**config.mk**
```make
export PLATFORM = sky130hd
export DESIGN_NAME = wbuf_top
export DESIGN_NICKNAME = d
export VERILOG_FILES = /design/src/rtl/wbuf_pkg.sv /design/src/rtl/wbuf_cfg_regs.sv /design/src/rtl/wbuf_dir.sv /design/src/rtl/wbuf_line_store.sv /design/src/rtl/wbuf_send.sv /design/src/rtl/wbuf_top.sv
export SDC_FILE = /design/constraint.sdc
export NUM_CORES = 1
export LEC_CHECK = 0
export ABC_CLOCK_PERIOD_IN_PS = 3700
export BUFFER_PORTS_ARGS = -buffer_cell sky130_fd_sc_hd__buf_2
export CAP_MARGIN = 30
export CORE_ASPECT_RATIO = 1.4
export CORE_MARGIN = 2
export CORE_UTILIZATION = 29
export DETAILED_ROUTE_END_ITERATION = 10
export PLACE_DENSITY = 0.56
export SLEW_MARGIN = 20
export SYNTH_ARGS = -nofsm -noshare
export SYNTH_HDL_FRONTEND = slang
export SYNTH_SLANG_ARGS = --single-unit
```
**constraint.sdc**
```tcl
create_clock -name clk_i -period 3.7 [get_ports clk_i]
set_clock_uncertainty 0.1 [all_clocks]
set_input_delay 0.74 -clock clk_i [delete_from_list [all_inputs] [get_ports clk_i]]
set_output_delay 0.74 -clock clk_i [all_outputs]
set_load 0.005 [all_outputs]
```
**src/rtl/wbuf_pkg.sv**
```systemverilog
//------------------------------------------------------------
// Write buffer package
// Directory and line sizes, payload types, entry states
// and configuration register selects
//------------------------------------------------------------
package wbuf_pkg;

    localparam int unsigned WBUF_ENTRIES      = 4;
    localparam int unsigned ADDR_WIDTH        = 32;
    localparam int unsigned WORD_WIDTH        = 32;
    localparam int unsigned LINE_WORDS        = 4;
    localparam int unsigned OFFSET_WIDTH      = 4;
    localparam int unsigned WORD_OFFSET_WIDTH = 2;
    localparam int unsigned TAG_WIDTH         = ADDR_WIDTH - OFFSET_WIDTH;
    localparam int unsigned TIMECNT_WIDTH     = 8;
    localparam int unsigned ID_WIDTH          = 2;
    localparam int unsigned DEFAULT_THRESHOLD = 4;

    typedef logic [ADDR_WIDTH-1:0]              wbuf_addr_t;
    typedef logic [TAG_WIDTH-1:0]               wbuf_tag_t;
    typedef logic [WORD_WIDTH-1:0]              wbuf_word_t;
    typedef logic [WORD_WIDTH/8-1:0]            wbuf_word_be_t;
    typedef logic [LINE_WORDS*WORD_WIDTH-1:0]   wbuf_line_t;
    typedef logic [LINE_WORDS*WORD_WIDTH/8-1:0] wbuf_line_be_t;
    typedef logic [ID_WIDTH-1:0]                wbuf_id_t;
    typedef logic [TIMECNT_WIDTH-1:0]           wbuf_timecnt_t;

    // Life cycle of a directory entry
    typedef enum logic [1:0] {
        WBUF_FREE = 2'b00,
        WBUF_OPEN = 2'b01,  // collecting writes, timer running
        WBUF_PEND = 2'b10,
        WBUF_SENT = 2'b11   // waits for the memory acknowledge
    } wbuf_state_e;

    // Configuration register select
    typedef enum logic {
        CFG_THRESHOLD = 1'b0,
        CFG_CTRL      = 1'b1
    } wbuf_cfg_reg_e;

endpackage

```
**src/rtl/wbuf_cfg_regs.sv**
```systemverilog
//------------------------------------------------------------
// Write buffer configuration registers
// Timer threshold, reset-timer-on-write and
// inhibit-coalescing control bits
//------------------------------------------------------------
`timescale 1ns/1ps

module wbuf_cfg_regs (
    input  logic                    clk_i,
    input  logic                    rst_ni,
    input  logic                    cfg_valid_i,
    input  wbuf_pkg::wbuf_cfg_reg_e cfg_sel_i,
    input  wbuf_pkg::wbuf_timecnt_t cfg_wdata_i,
    output wbuf_pkg::wbuf_timecnt_t threshold_o,
    output logic                    reset_on_write_o,
    output logic                    inhibit_coalescing_o
);

    always_ff @(posedge clk_i or negedge rst_ni) begin
        if (!rst_ni) begin
            threshold_o          <= wbuf_pkg::wbuf_timecnt_t'(wbuf_pkg::DEFAULT_THRESHOLD);
            reset_on_write_o     <= 1'b0;
            inhibit_coalescing_o <= 1'b0;
        end else if (cfg_valid_i) begin
            case (cfg_sel_i)
                wbuf_pkg::CFG_THRESHOLD: begin
                    threshold_o <= cfg_wdata_i;
                end
                wbuf_pkg::CFG_CTRL: begin
                    // Bit 0 restarts the timer, bit 1 blocks merging
                    reset_on_write_o     <= cfg_wdata_i[0];
                    inhibit_coalescing_o <= cfg_wdata_i[1];
                end
            endcase
        end
    end

endmodule

```
**src/rtl/wbuf_dir.sv**
```systemverilog
//------------------------------------------------------------
// Write buffer directory
// Entry state, tag and timer per entry, write-hit and
// read-hit detection, free entry choice, empty/full flags
//------------------------------------------------------------
`timescale 1ns/1ps

module wbuf_dir (
    input  logic                              clk_i,
    input  logic                              rst_ni,
    input  logic                              write_valid_i,
    output logic                              write_ready_o,
    input  wbuf_pkg::wbuf_addr_t              write_addr_i,
    input  logic                              flush_all_i,
    input  wbuf_pkg::wbuf_addr_t              read_addr_i,
    output logic                              read_hit_o,
    input  wbuf_pkg::wbuf_timecnt_t           threshold_i,
    input  logic                              reset_on_write_i,
    input  logic                              inhibit_coalescing_i,
    output logic                              store_we_o,
    output logic                              store_init_o,
    output wbuf_pkg::wbuf_id_t                store_id_o,
    output logic [wbuf_pkg::WBUF_ENTRIES-1:0] pend_o,
    input  logic                              send_fire_i,
    input  wbuf_pkg::wbuf_id_t                send_id_i,
    input  logic                              ack_valid_i,
    input  wbuf_pkg::wbuf_id_t                ack_id_i,
    input  wbuf_pkg::wbuf_id_t                head_id_i,
    output wbuf_pkg::wbuf_tag_t               head_tag_o,
    output logic                              empty_o,
    output logic                              full_o
);

    wbuf_pkg::wbuf_state_e             state_q [wbuf_pkg::WBUF_ENTRIES];
    wbuf_pkg::wbuf_tag_t               tag_q   [wbuf_pkg::WBUF_ENTRIES];
    wbuf_pkg::wbuf_timecnt_t           cnt_q   [wbuf_pkg::WBUF_ENTRIES];

    wbuf_pkg::wbuf_tag_t               write_tag;
    wbuf_pkg::wbuf_tag_t               read_tag;
    logic [wbuf_pkg::WBUF_ENTRIES-1:0] free_vec;
    logic [wbuf_pkg::WBUF_ENTRIES-1:0] read_hit_vec;
    logic [wbuf_pkg::WBUF_ENTRIES-1:0] timeout;
    logic [wbuf_pkg::WBUF_ENTRIES-1:0] restart;
    logic                              write_hit;
    wbuf_pkg::wbuf_id_t                hit_id;
    wbuf_pkg::wbuf_id_t                free_id;
    logic                              coalesce;
    logic                              alloc;
    logic                              new_pend;

    assign write_tag = write_addr_i[wbuf_pkg::ADDR_WIDTH-1:wbuf_pkg::OFFSET_WIDTH];
    assign read_tag  = read_addr_i[wbuf_pkg::ADDR_WIDTH-1:wbuf_pkg::OFFSET_WIDTH];

    // Descending scan so the lowest free entry wins
    always_comb begin
        write_hit = 1'b0;
        hit_id    = '0;
        free_id   = '0;
        for (int i = wbuf_pkg::WBUF_ENTRIES - 1; i >= 0; i--) begin
            free_vec[i]     = (state_q[i] == wbuf_pkg::WBUF_FREE);
            pend_o[i]       = (state_q[i] == wbuf_pkg::WBUF_PEND);
            read_hit_vec[i] = !free_vec[i] && (tag_q[i] == read_tag);
            timeout[i]      = (cnt_q[i] == threshold_i - 1'b1);
            if (free_vec[i]) begin
                free_id = wbuf_pkg::wbuf_id_t'(i);
            end
            // At most one open or pending entry per tag
            if ((state_q[i] == wbuf_pkg::WBUF_OPEN || pend_o[i]) && tag_q[i] == write_tag) begin
                write_hit = 1'b1;
                hit_id    = wbuf_pkg::wbuf_id_t'(i);
            end
        end
    end

    assign coalesce = write_valid_i && write_hit && !inhibit_coalescing_i;
    assign alloc    = write_valid_i && !write_hit && !full_o;
    assign new_pend = (threshold_i == '0) || flush_all_i || inhibit_coalescing_i;

    always_comb begin
        for (int i = 0; i < wbuf_pkg::WBUF_ENTRIES; i++) begin
            restart[i] = coalesce && reset_on_write_i && (hit_id == wbuf_pkg::wbuf_id_t'(i));
        end
    end

    assign write_ready_o = write_hit ? !inhibit_coalescing_i : !full_o;
    assign store_we_o    = coalesce || alloc;
    assign store_init_o  = alloc;
    assign store_id_o    = write_hit ? hit_id : free_id;

    assign read_hit_o = |read_hit_vec;
    assign empty_o    = &free_vec;
    assign full_o     = ~|free_vec;
    assign head_tag_o = tag_q[head_id_i];

    always_ff @(posedge clk_i or negedge rst_ni) begin
        if (!rst_ni) begin
            for (int i = 0; i < wbuf_pkg::WBUF_ENTRIES; i++) begin
                state_q[i] <= wbuf_pkg::WBUF_FREE;
                cnt_q[i]   <= '0;
            end
        end else begin
            for (int i = 0; i < wbuf_pkg::WBUF_ENTRIES; i++) begin
                case (state_q[i])
                    wbuf_pkg::WBUF_FREE: begin
                        if (alloc && free_id == wbuf_pkg::wbuf_id_t'(i)) begin
                            state_q[i] <= new_pend ? wbuf_pkg::WBUF_PEND : wbuf_pkg::WBUF_OPEN;
                            cnt_q[i]   <= '0;
                        end
                    end
                    wbuf_pkg::WBUF_OPEN: begin
                        // A restarting write cancels this cycle's timeout
                        cnt_q[i] <= restart[i] ? '0 : cnt_q[i] + 1'b1;
                        if (flush_all_i || inhibit_coalescing_i
                                || (timeout[i] && !restart[i])) begin
                            state_q[i] <= wbuf_pkg::WBUF_PEND;
                        end
                    end
                    wbuf_pkg::WBUF_PEND: begin
                        if (send_fire_i && send_id_i == wbuf_pkg::wbuf_id_t'(i)) begin
                            state_q[i] <= wbuf_pkg::WBUF_SENT;
                        end
                    end
                    wbuf_pkg::WBUF_SENT: begin
                        if (ack_valid_i && ack_id_i == wbuf_pkg::wbuf_id_t'(i)) begin
                            state_q[i] <= wbuf_pkg::WBUF_FREE;
                        end
                    end
                endcase
            end
        end
    end

    always_ff @(posedge clk_i) begin
        if (alloc) begin
            tag_q[free_id] <= write_tag;
        end
    end

    // Memory only acknowledges lines it was sent
    ack_sent_a: assert property (@(posedge clk_i) disable iff (!rst_ni)
        ack_valid_i |-> state_q[ack_id_i] == wbuf_pkg::WBUF_SENT)
        else $error("wbuf_dir: acknowledge names an entry that is not sent");

endmodule

```
**src/rtl/wbuf_line_store.sv**
```systemverilog
//------------------------------------------------------------
// Write buffer line store
// One data line and byte-enable mask per directory entry,
// byte-merging word writes, read port for the send head
//------------------------------------------------------------
`timescale 1ns/1ps

module wbuf_line_store (
    input  logic                    clk_i,
    input  logic                    rst_ni,
    input  logic                    we_i,
    input  logic                    init_i,
    input  wbuf_pkg::wbuf_id_t      id_i,
    input  logic [wbuf_pkg::OFFSET_WIDTH-wbuf_pkg::WORD_OFFSET_WIDTH-1:0] word_sel_i,
    input  wbuf_pkg::wbuf_word_t    data_i,
    input  wbuf_pkg::wbuf_word_be_t be_i,
    input  wbuf_pkg::wbuf_id_t      rd_id_i,
    output wbuf_pkg::wbuf_line_t    rd_data_o,
    output wbuf_pkg::wbuf_line_be_t rd_be_o
);

    localparam int unsigned WORD_BYTES = wbuf_pkg::WORD_WIDTH / 8;

    wbuf_pkg::wbuf_line_t    data_q [wbuf_pkg::WBUF_ENTRIES];
    wbuf_pkg::wbuf_line_be_t be_q   [wbuf_pkg::WBUF_ENTRIES];
    wbuf_pkg::wbuf_line_be_t wr_be;

    // Word enables moved to their place in the line
    assign wr_be = wbuf_pkg::wbuf_line_be_t'(be_i) << (word_sel_i * WORD_BYTES);

    always_ff @(posedge clk_i) begin
        if (we_i) begin
            for (int b = 0; b < WORD_BYTES; b++) begin
                if (be_i[b]) begin
                    data_q[id_i][word_sel_i*wbuf_pkg::WORD_WIDTH + b*8 +: 8] <= data_i[b*8 +: 8];
                end
            end
        end
    end

    // A new entry starts with no valid bytes
    always_ff @(posedge clk_i or negedge rst_ni) begin
        if (!rst_ni) begin
            for (int i = 0; i < wbuf_pkg::WBUF_ENTRIES; i++) begin
                be_q[i] <= '0;
            end
        end else if (we_i) begin
            be_q[id_i] <= (init_i ? '0 : be_q[id_i]) | wr_be;
        end
    end

    assign rd_data_o = data_q[rd_id_i];
    assign rd_be_o   = be_q[rd_id_i];

endmodule

```
**src/rtl/wbuf_send.sv**
```systemverilog
//------------------------------------------------------------
// Write buffer send path
// Round-robin choice among pending entries and the FIFO
// of entry ids waiting for the memory request channel
//------------------------------------------------------------
`timescale 1ns/1ps

module wbuf_send (
    input  logic                              clk_i,
    input  logic                              rst_ni,
    input  logic [wbuf_pkg::WBUF_ENTRIES-1:0] pend_i,
    output logic                              send_fire_o,
    output wbuf_pkg::wbuf_id_t                send_id_o,
    output logic                              req_valid_o,
    input  logic                              req_ready_i,
    output wbuf_pkg::wbuf_id_t                head_id_o
);

    wbuf_pkg::wbuf_id_t          rr_q;
    wbuf_pkg::wbuf_id_t          fifo_q [wbuf_pkg::WBUF_ENTRIES];
    wbuf_pkg::wbuf_id_t          wr_ptr_q;
    wbuf_pkg::wbuf_id_t          rd_ptr_q;
    logic [wbuf_pkg::ID_WIDTH:0] count_q;
    logic                        fifo_full;
    logic                        pop;

    // Search starts just after the last granted entry
    always_comb begin
        wbuf_pkg::wbuf_id_t idx;
        send_id_o = rr_q;
        for (int k = wbuf_pkg::WBUF_ENTRIES; k >= 1; k--) begin
            idx = wbuf_pkg::wbuf_id_t'(rr_q + k);
            if (pend_i[idx]) begin
                send_id_o = idx;
            end
        end
    end

    assign fifo_full   = (count_q == wbuf_pkg::WBUF_ENTRIES);
    assign send_fire_o = |pend_i && !fifo_full;
    assign req_valid_o = (count_q != '0);
    assign pop         = req_valid_o && req_ready_i;
    assign head_id_o   = fifo_q[rd_ptr_q];

    always_ff @(posedge clk_i or negedge rst_ni) begin
        if (!rst_ni) begin
            rr_q     <= '0;
            wr_ptr_q <= '0;
            rd_ptr_q <= '0;
            count_q  <= '0;
        end else begin
            if (send_fire_o) begin
                rr_q     <= send_id_o;
                wr_ptr_q <= wr_ptr_q + 1'b1;
            end
            if (pop) begin
                rd_ptr_q <= rd_ptr_q + 1'b1;
            end
            if (send_fire_o && !pop) begin
                count_q <= count_q + 1'b1;
            end else if (pop && !send_fire_o) begin
                count_q <= count_q - 1'b1;
            end
        end
    end

    always_ff @(posedge clk_i) begin
        if (send_fire_o) begin
            fifo_q[wr_ptr_q] <= send_id_o;
        end
    end

    // Ids in the FIFO belong to sent entries, so a full FIFO
    // leaves no pending entry that could be pushed
    no_push_full_a: assert property (@(posedge clk_i) disable iff (!rst_ni)
        |pend_i |-> !fifo_full)
        else $error("wbuf_send: pending entry while the send FIFO is full");

endmodule

```
**src/rtl/wbuf_top.sv**
```systemverilog
//------------------------------------------------------------
// Coalescing write buffer top level
// Connects configuration, directory, line store and send
// path, and forms the memory write request
//------------------------------------------------------------
`timescale 1ns/1ps

module wbuf_top (
    input  logic                    clk_i,
    input  logic                    rst_ni,
    input  logic                    write_valid_i,
    output logic                    write_ready_o,
    input  wbuf_pkg::wbuf_addr_t    write_addr_i,
    input  wbuf_pkg::wbuf_word_t    write_data_i,
    input  wbuf_pkg::wbuf_word_be_t write_be_i,
    input  logic                    cfg_valid_i,
    input  wbuf_pkg::wbuf_cfg_reg_e cfg_sel_i,
    input  wbuf_pkg::wbuf_timecnt_t cfg_wdata_i,
    input  logic                    flush_all_i,
    input  wbuf_pkg::wbuf_addr_t    read_addr_i,
    output logic                    read_hit_o,
    output logic                    empty_o,
    output logic                    full_o,
    output logic                    mem_req_valid_o,
    input  logic                    mem_req_ready_i,
    output wbuf_pkg::wbuf_addr_t    mem_req_addr_o,
    output wbuf_pkg::wbuf_line_t    mem_req_data_o,
    output wbuf_pkg::wbuf_line_be_t mem_req_be_o,
    output wbuf_pkg::wbuf_id_t      mem_req_id_o,
    input  logic                    mem_ack_valid_i,
    input  wbuf_pkg::wbuf_id_t      mem_ack_id_i
);

    wbuf_pkg::wbuf_timecnt_t           threshold;
    logic                              reset_on_write;
    logic                              inhibit_coalescing;
    logic                              store_we;
    logic                              store_init;
    wbuf_pkg::wbuf_id_t                store_id;
    logic [wbuf_pkg::WBUF_ENTRIES-1:0] pend;
    logic                              send_fire;
    wbuf_pkg::wbuf_id_t                send_id;
    wbuf_pkg::wbuf_id_t                head_id;
    wbuf_pkg::wbuf_tag_t               head_tag;

    wbuf_cfg_regs u_cfg (
        .clk_i, .rst_ni, .cfg_valid_i, .cfg_sel_i, .cfg_wdata_i,
        .threshold_o          (threshold),
        .reset_on_write_o     (reset_on_write),
        .inhibit_coalescing_o (inhibit_coalescing)
    );

    wbuf_dir u_dir (
        .clk_i, .rst_ni, .write_valid_i, .write_ready_o, .write_addr_i,
        .flush_all_i, .read_addr_i, .read_hit_o, .empty_o, .full_o,
        .threshold_i          (threshold),
        .reset_on_write_i     (reset_on_write),
        .inhibit_coalescing_i (inhibit_coalescing),
        .store_we_o           (store_we),
        .store_init_o         (store_init),
        .store_id_o           (store_id),
        .pend_o               (pend),
        .send_fire_i          (send_fire),
        .send_id_i            (send_id),
        .ack_valid_i          (mem_ack_valid_i),
        .ack_id_i             (mem_ack_id_i),
        .head_id_i            (head_id),
        .head_tag_o           (head_tag)
    );

    // Word select comes straight from the write address
    wbuf_line_store u_store (
        .clk_i, .rst_ni,
        .we_i       (store_we),
        .init_i     (store_init),
        .id_i       (store_id),
        .word_sel_i (write_addr_i[wbuf_pkg::OFFSET_WIDTH-1:wbuf_pkg::WORD_OFFSET_WIDTH]),
        .data_i     (write_data_i),
        .be_i       (write_be_i),
        .rd_id_i    (head_id),
        .rd_data_o  (mem_req_data_o),
        .rd_be_o    (mem_req_be_o)
    );

    wbuf_send u_send (
        .clk_i, .rst_ni,
        .pend_i      (pend),
        .send_fire_o (send_fire),
        .send_id_o   (send_id),
        .req_valid_o (mem_req_valid_o),
        .req_ready_i (mem_req_ready_i),
        .head_id_o   (head_id)
    );

    // Whole line request, so the offset is always zero
    assign mem_req_addr_o = {head_tag, {wbuf_pkg::OFFSET_WIDTH{1'b0}}};
    assign mem_req_id_o   = head_id;

endmodule

```
==> qor.yml <==
route:
  vias: 22000
  routed_wl_um: 109000
  routedWlPerCell_um: 24.2
  ant_nets: 0
  drt_iter0_markers: 1561
  via_per_inst: 4.89
  route.detailed.drc: 0
  drtPass1Iterations: 5
worst_setup_path:
  critPathKind: "reg -> out"
  path_common_cell: "or4_4"
  critPathBufInv: 1
  r2r_cells: 14
  endpoint_kind: "primary output"
  regToRegEndpoint: "u_dir.tag_q[2][25]$_DFFE_PP_"
  r2r-start: "u_dir.state_q[5]$_DFFE_PN0P_"
  critPathLaunchType: "register"
  arrival_ns: 3.09
  crit_required_ns: 2.86
  slowest_stage: "or4b_1"
  reg2reg_slack_ns: 0.10
  critPathTopFamily: "simple AND/OR/NAND/NOR gates"
  path_max_fanout: 3
  worstPathCellList: "xor2_2 -> or4b_1 -> or4_4 -> o22ai_4 -> or4_4 -> and2_4 -> buf_6"
  max_stage_delay_ns: 0.52
cells_and_area:
  final_cell_count_no_fill: 4505
  final_area_sq_um: 45800
  nFillCells: 11300
  area_growth_pct: 30.6
  final_common_cell: "edfxtp_1"
  final_core_util_pct: 38.2
  regArea_sq_um: 22100
  fin_nets: 2990
  drive_above_1_share_pct: 35.9
  multi_input_area_sq_um: 12700
  layout_common_cells: "632 x edfxtp_1, 212 x buf_2, 198 x buf_4, 179 x xnor2_1, 172 x mux4_2"
grt:
  grt_max_degree: 57
  antenna_found_initial: 16
  grt.total_usage_pct: 17.1
  grt_pass1_wl_um: 155000
  grt_pass1_vias: 22800
  overflow: 0
timing:
  max_slew_margin_pct: 39.6
  rsz0062_at_grt: "true"
  finalSetupViolations: 109
  min_period_over_period_pct: 106
  fin_tns_setup_ns: -5.76
  max_freq_ghz: 0.254
  drv_slew: 0
  min_period_ns: 3.93
  finalHoldViolations: 0
  finalWorstSetupSlack_ns: -0.230
  worstMarginPinSlew_ns: 0.904
yosys:
  syn_area_per_cell_sq_um: 15.6
  ys_top_cells_by_area: "edfxtp_1 54%, mux4_2 11%, dfrtp_1 8.7%"
  ys.flop_type: "edfxtp_1"
  synth_top_area_cell: "edfxtp_1"
  synth.cell_area_sq_um: 35000
  async_flop_share_pct: 16.3
  synth_cell_types: 69
  synth_seq_cells: 755
  yosysSeqAreaShare_pct: 62.9
  syn_inst: 2250
  yosysWarnings: 0
  synth_edf_count: 632
  synth_top_area_share_pct: 54.2
min_path:
  min_path_type: "in -> async"
cts:
  tritoncts: "done"
  cts_inserted_buffers: 80
  clk_pin_slew_worst_paths_ns: 0.06
  clk_latency_ns: 0.69
  clockBufferDepth: 3
  ctsRootBufferMaster: "clkbuf_16"
  cts.sinks: 755
  htreeDepth: 3
die:
  row_count: 150
  io_pins: 301
  fp.dieArea_sq_um: 124000
  start_util_pct: 29.3
  core_sq_um: 120000
  dieWidth_um: 298
  die_h_um: 415
power:
  leakage_nw: 16.2
  ir_worst_vdd_mv: 0.488
  power-per-cell-area_nw_per_um2: 847
status:
  failed_checks: "setup timing"
  status: "complete, but fails checks"
placed_design:
  gp_congestion: 0.979
  dpl.cell_count: 4296
  io_buffer_count: 290
  place_ws_ns: -0.375
  dp_hpwl_um: 76100
  place_area_sq_um: 41400
run:
  cap_violations: 0
## flip-flops by register name, summed over array words and instances (netlist names)
name and cells:
u_dir.state_q 8, u_dir.tag_q 112, u_cfg.reset_on_write_o 1, u_store.be_q 64, u_cfg.threshold_o 8, u_store.data_q 512
u_send.fifo_q 8, u_send.rd_ptr_q 2, u_send.rr_q 2, u_cfg.inhibit_coalescing_o 1, u_dir.cnt_q 32, u_send.wr_ptr_q 2
u_send.count_q 3
## cells in the mapped netlist (23+ instances only)
cell	instances
nor2_1	89
inv_1	25
and3_1	28
mux2_1	28
nor3_1	48
o21ai_0	67
nand3_1	26
dfrtp_1	122
ha_1	35
xor2_1	88
mux2_2	33
buf_1	31
nand4_1	48
and2_1	156
clkbuf_1	72
mux4_2	174
a21oi_1	23
nor4_1	48
edfxtp_1	632
xnor2_1	180
nand2_1	80
mux2_4	30
## layer usage
layer	vias to the layer above	wire, um	global-route usage (%)
met5	-	100	0
met4	16	4830	7.53
met3	176	7400	4.00
met2	744	55200	29.6
met1	11200	41300	20.1
li1	9836	-	-
## kinds of logic after synthesis
| kind of cell | synth area share (%) |
|---|---|
| other | 0.0107 |
| flip-flops | 62.9 |
| AND/OR/NAND/NOR | 9.50 |
| AO/OA/AOI/OAI | 3.02 |
| XOR/XNOR | 6.70 |
| buffers and inverters | 1.81 |
| adder cells (fa/ha/maj) | 1.31 |
| multiplexers | 14.7 |
## power by group
group / internal [mW] / switching, mW / total (mW)
clock: 4.69 / 3.57 / 8.26
sequential: 10.1 / 0.645 / 10.8
combinational: 10.4 / 9.33 / 19.8
total: 25.2 / 13.5 / 38.8
## timing repair
| action | 4_1_cts | 5_1_grt |
|---|---|---|
| buffers inserted | 26 | 6 |
| pin swaps | 6 | 1 |
| hold endpoints to repair | 0 | 0 |
| resized for setup | 84 | 115 |
| hold buffers | 0 | 0 |
| gates cloned | 14 | 17 |
| endpoints found under the setup margin | 171 | 866 |
## cell type report
class                   count  area share, %
diodes                      6         0.0328
clock buffers              93           4.57
clock inverters            56           1.34
inverters                  25          0.205
multi-input cells        1350           27.7
flip-flops and latches    755           48.2
well taps                1596           4.36
repair buffers            624           13.6
## worst max-delay path by stage
stage,from,to,slack (ns),cells past startpoint
global placement,write_addr_i[22],u_store.data_q[3][99]$_DFFE_PP_,-0.38,14
global route,u_dir.tag_q[0][13]$_DFFE_PP_,write_ready_o,-0.29,7
floorplan,write_addr_i[24],u_dir.tag_q[0][0]$_DFFE_PP_,-0.45,10
finish,u_dir.tag_q[0][13]$_DFFE_PP_,write_ready_o,-0.23,7
CTS,u_dir.tag_q[0][13]$_DFFE_PP_,write_ready_o,-0.26,7
detailed placement,write_addr_i[22],u_store.data_q[3][99]$_DFFE_PP_,-0.38,14
## metrics by stage
step	hold WS [ns]	total power, mW
after CTS	0.0281	37.5
after global placement	0.372	26.5
after floorplan	0.344	19.3
after global routing	0.0754	40.6
after detailed placement	0.370	26.5
final	0.0365	38.8
Power figures use the tool's default switching activity.
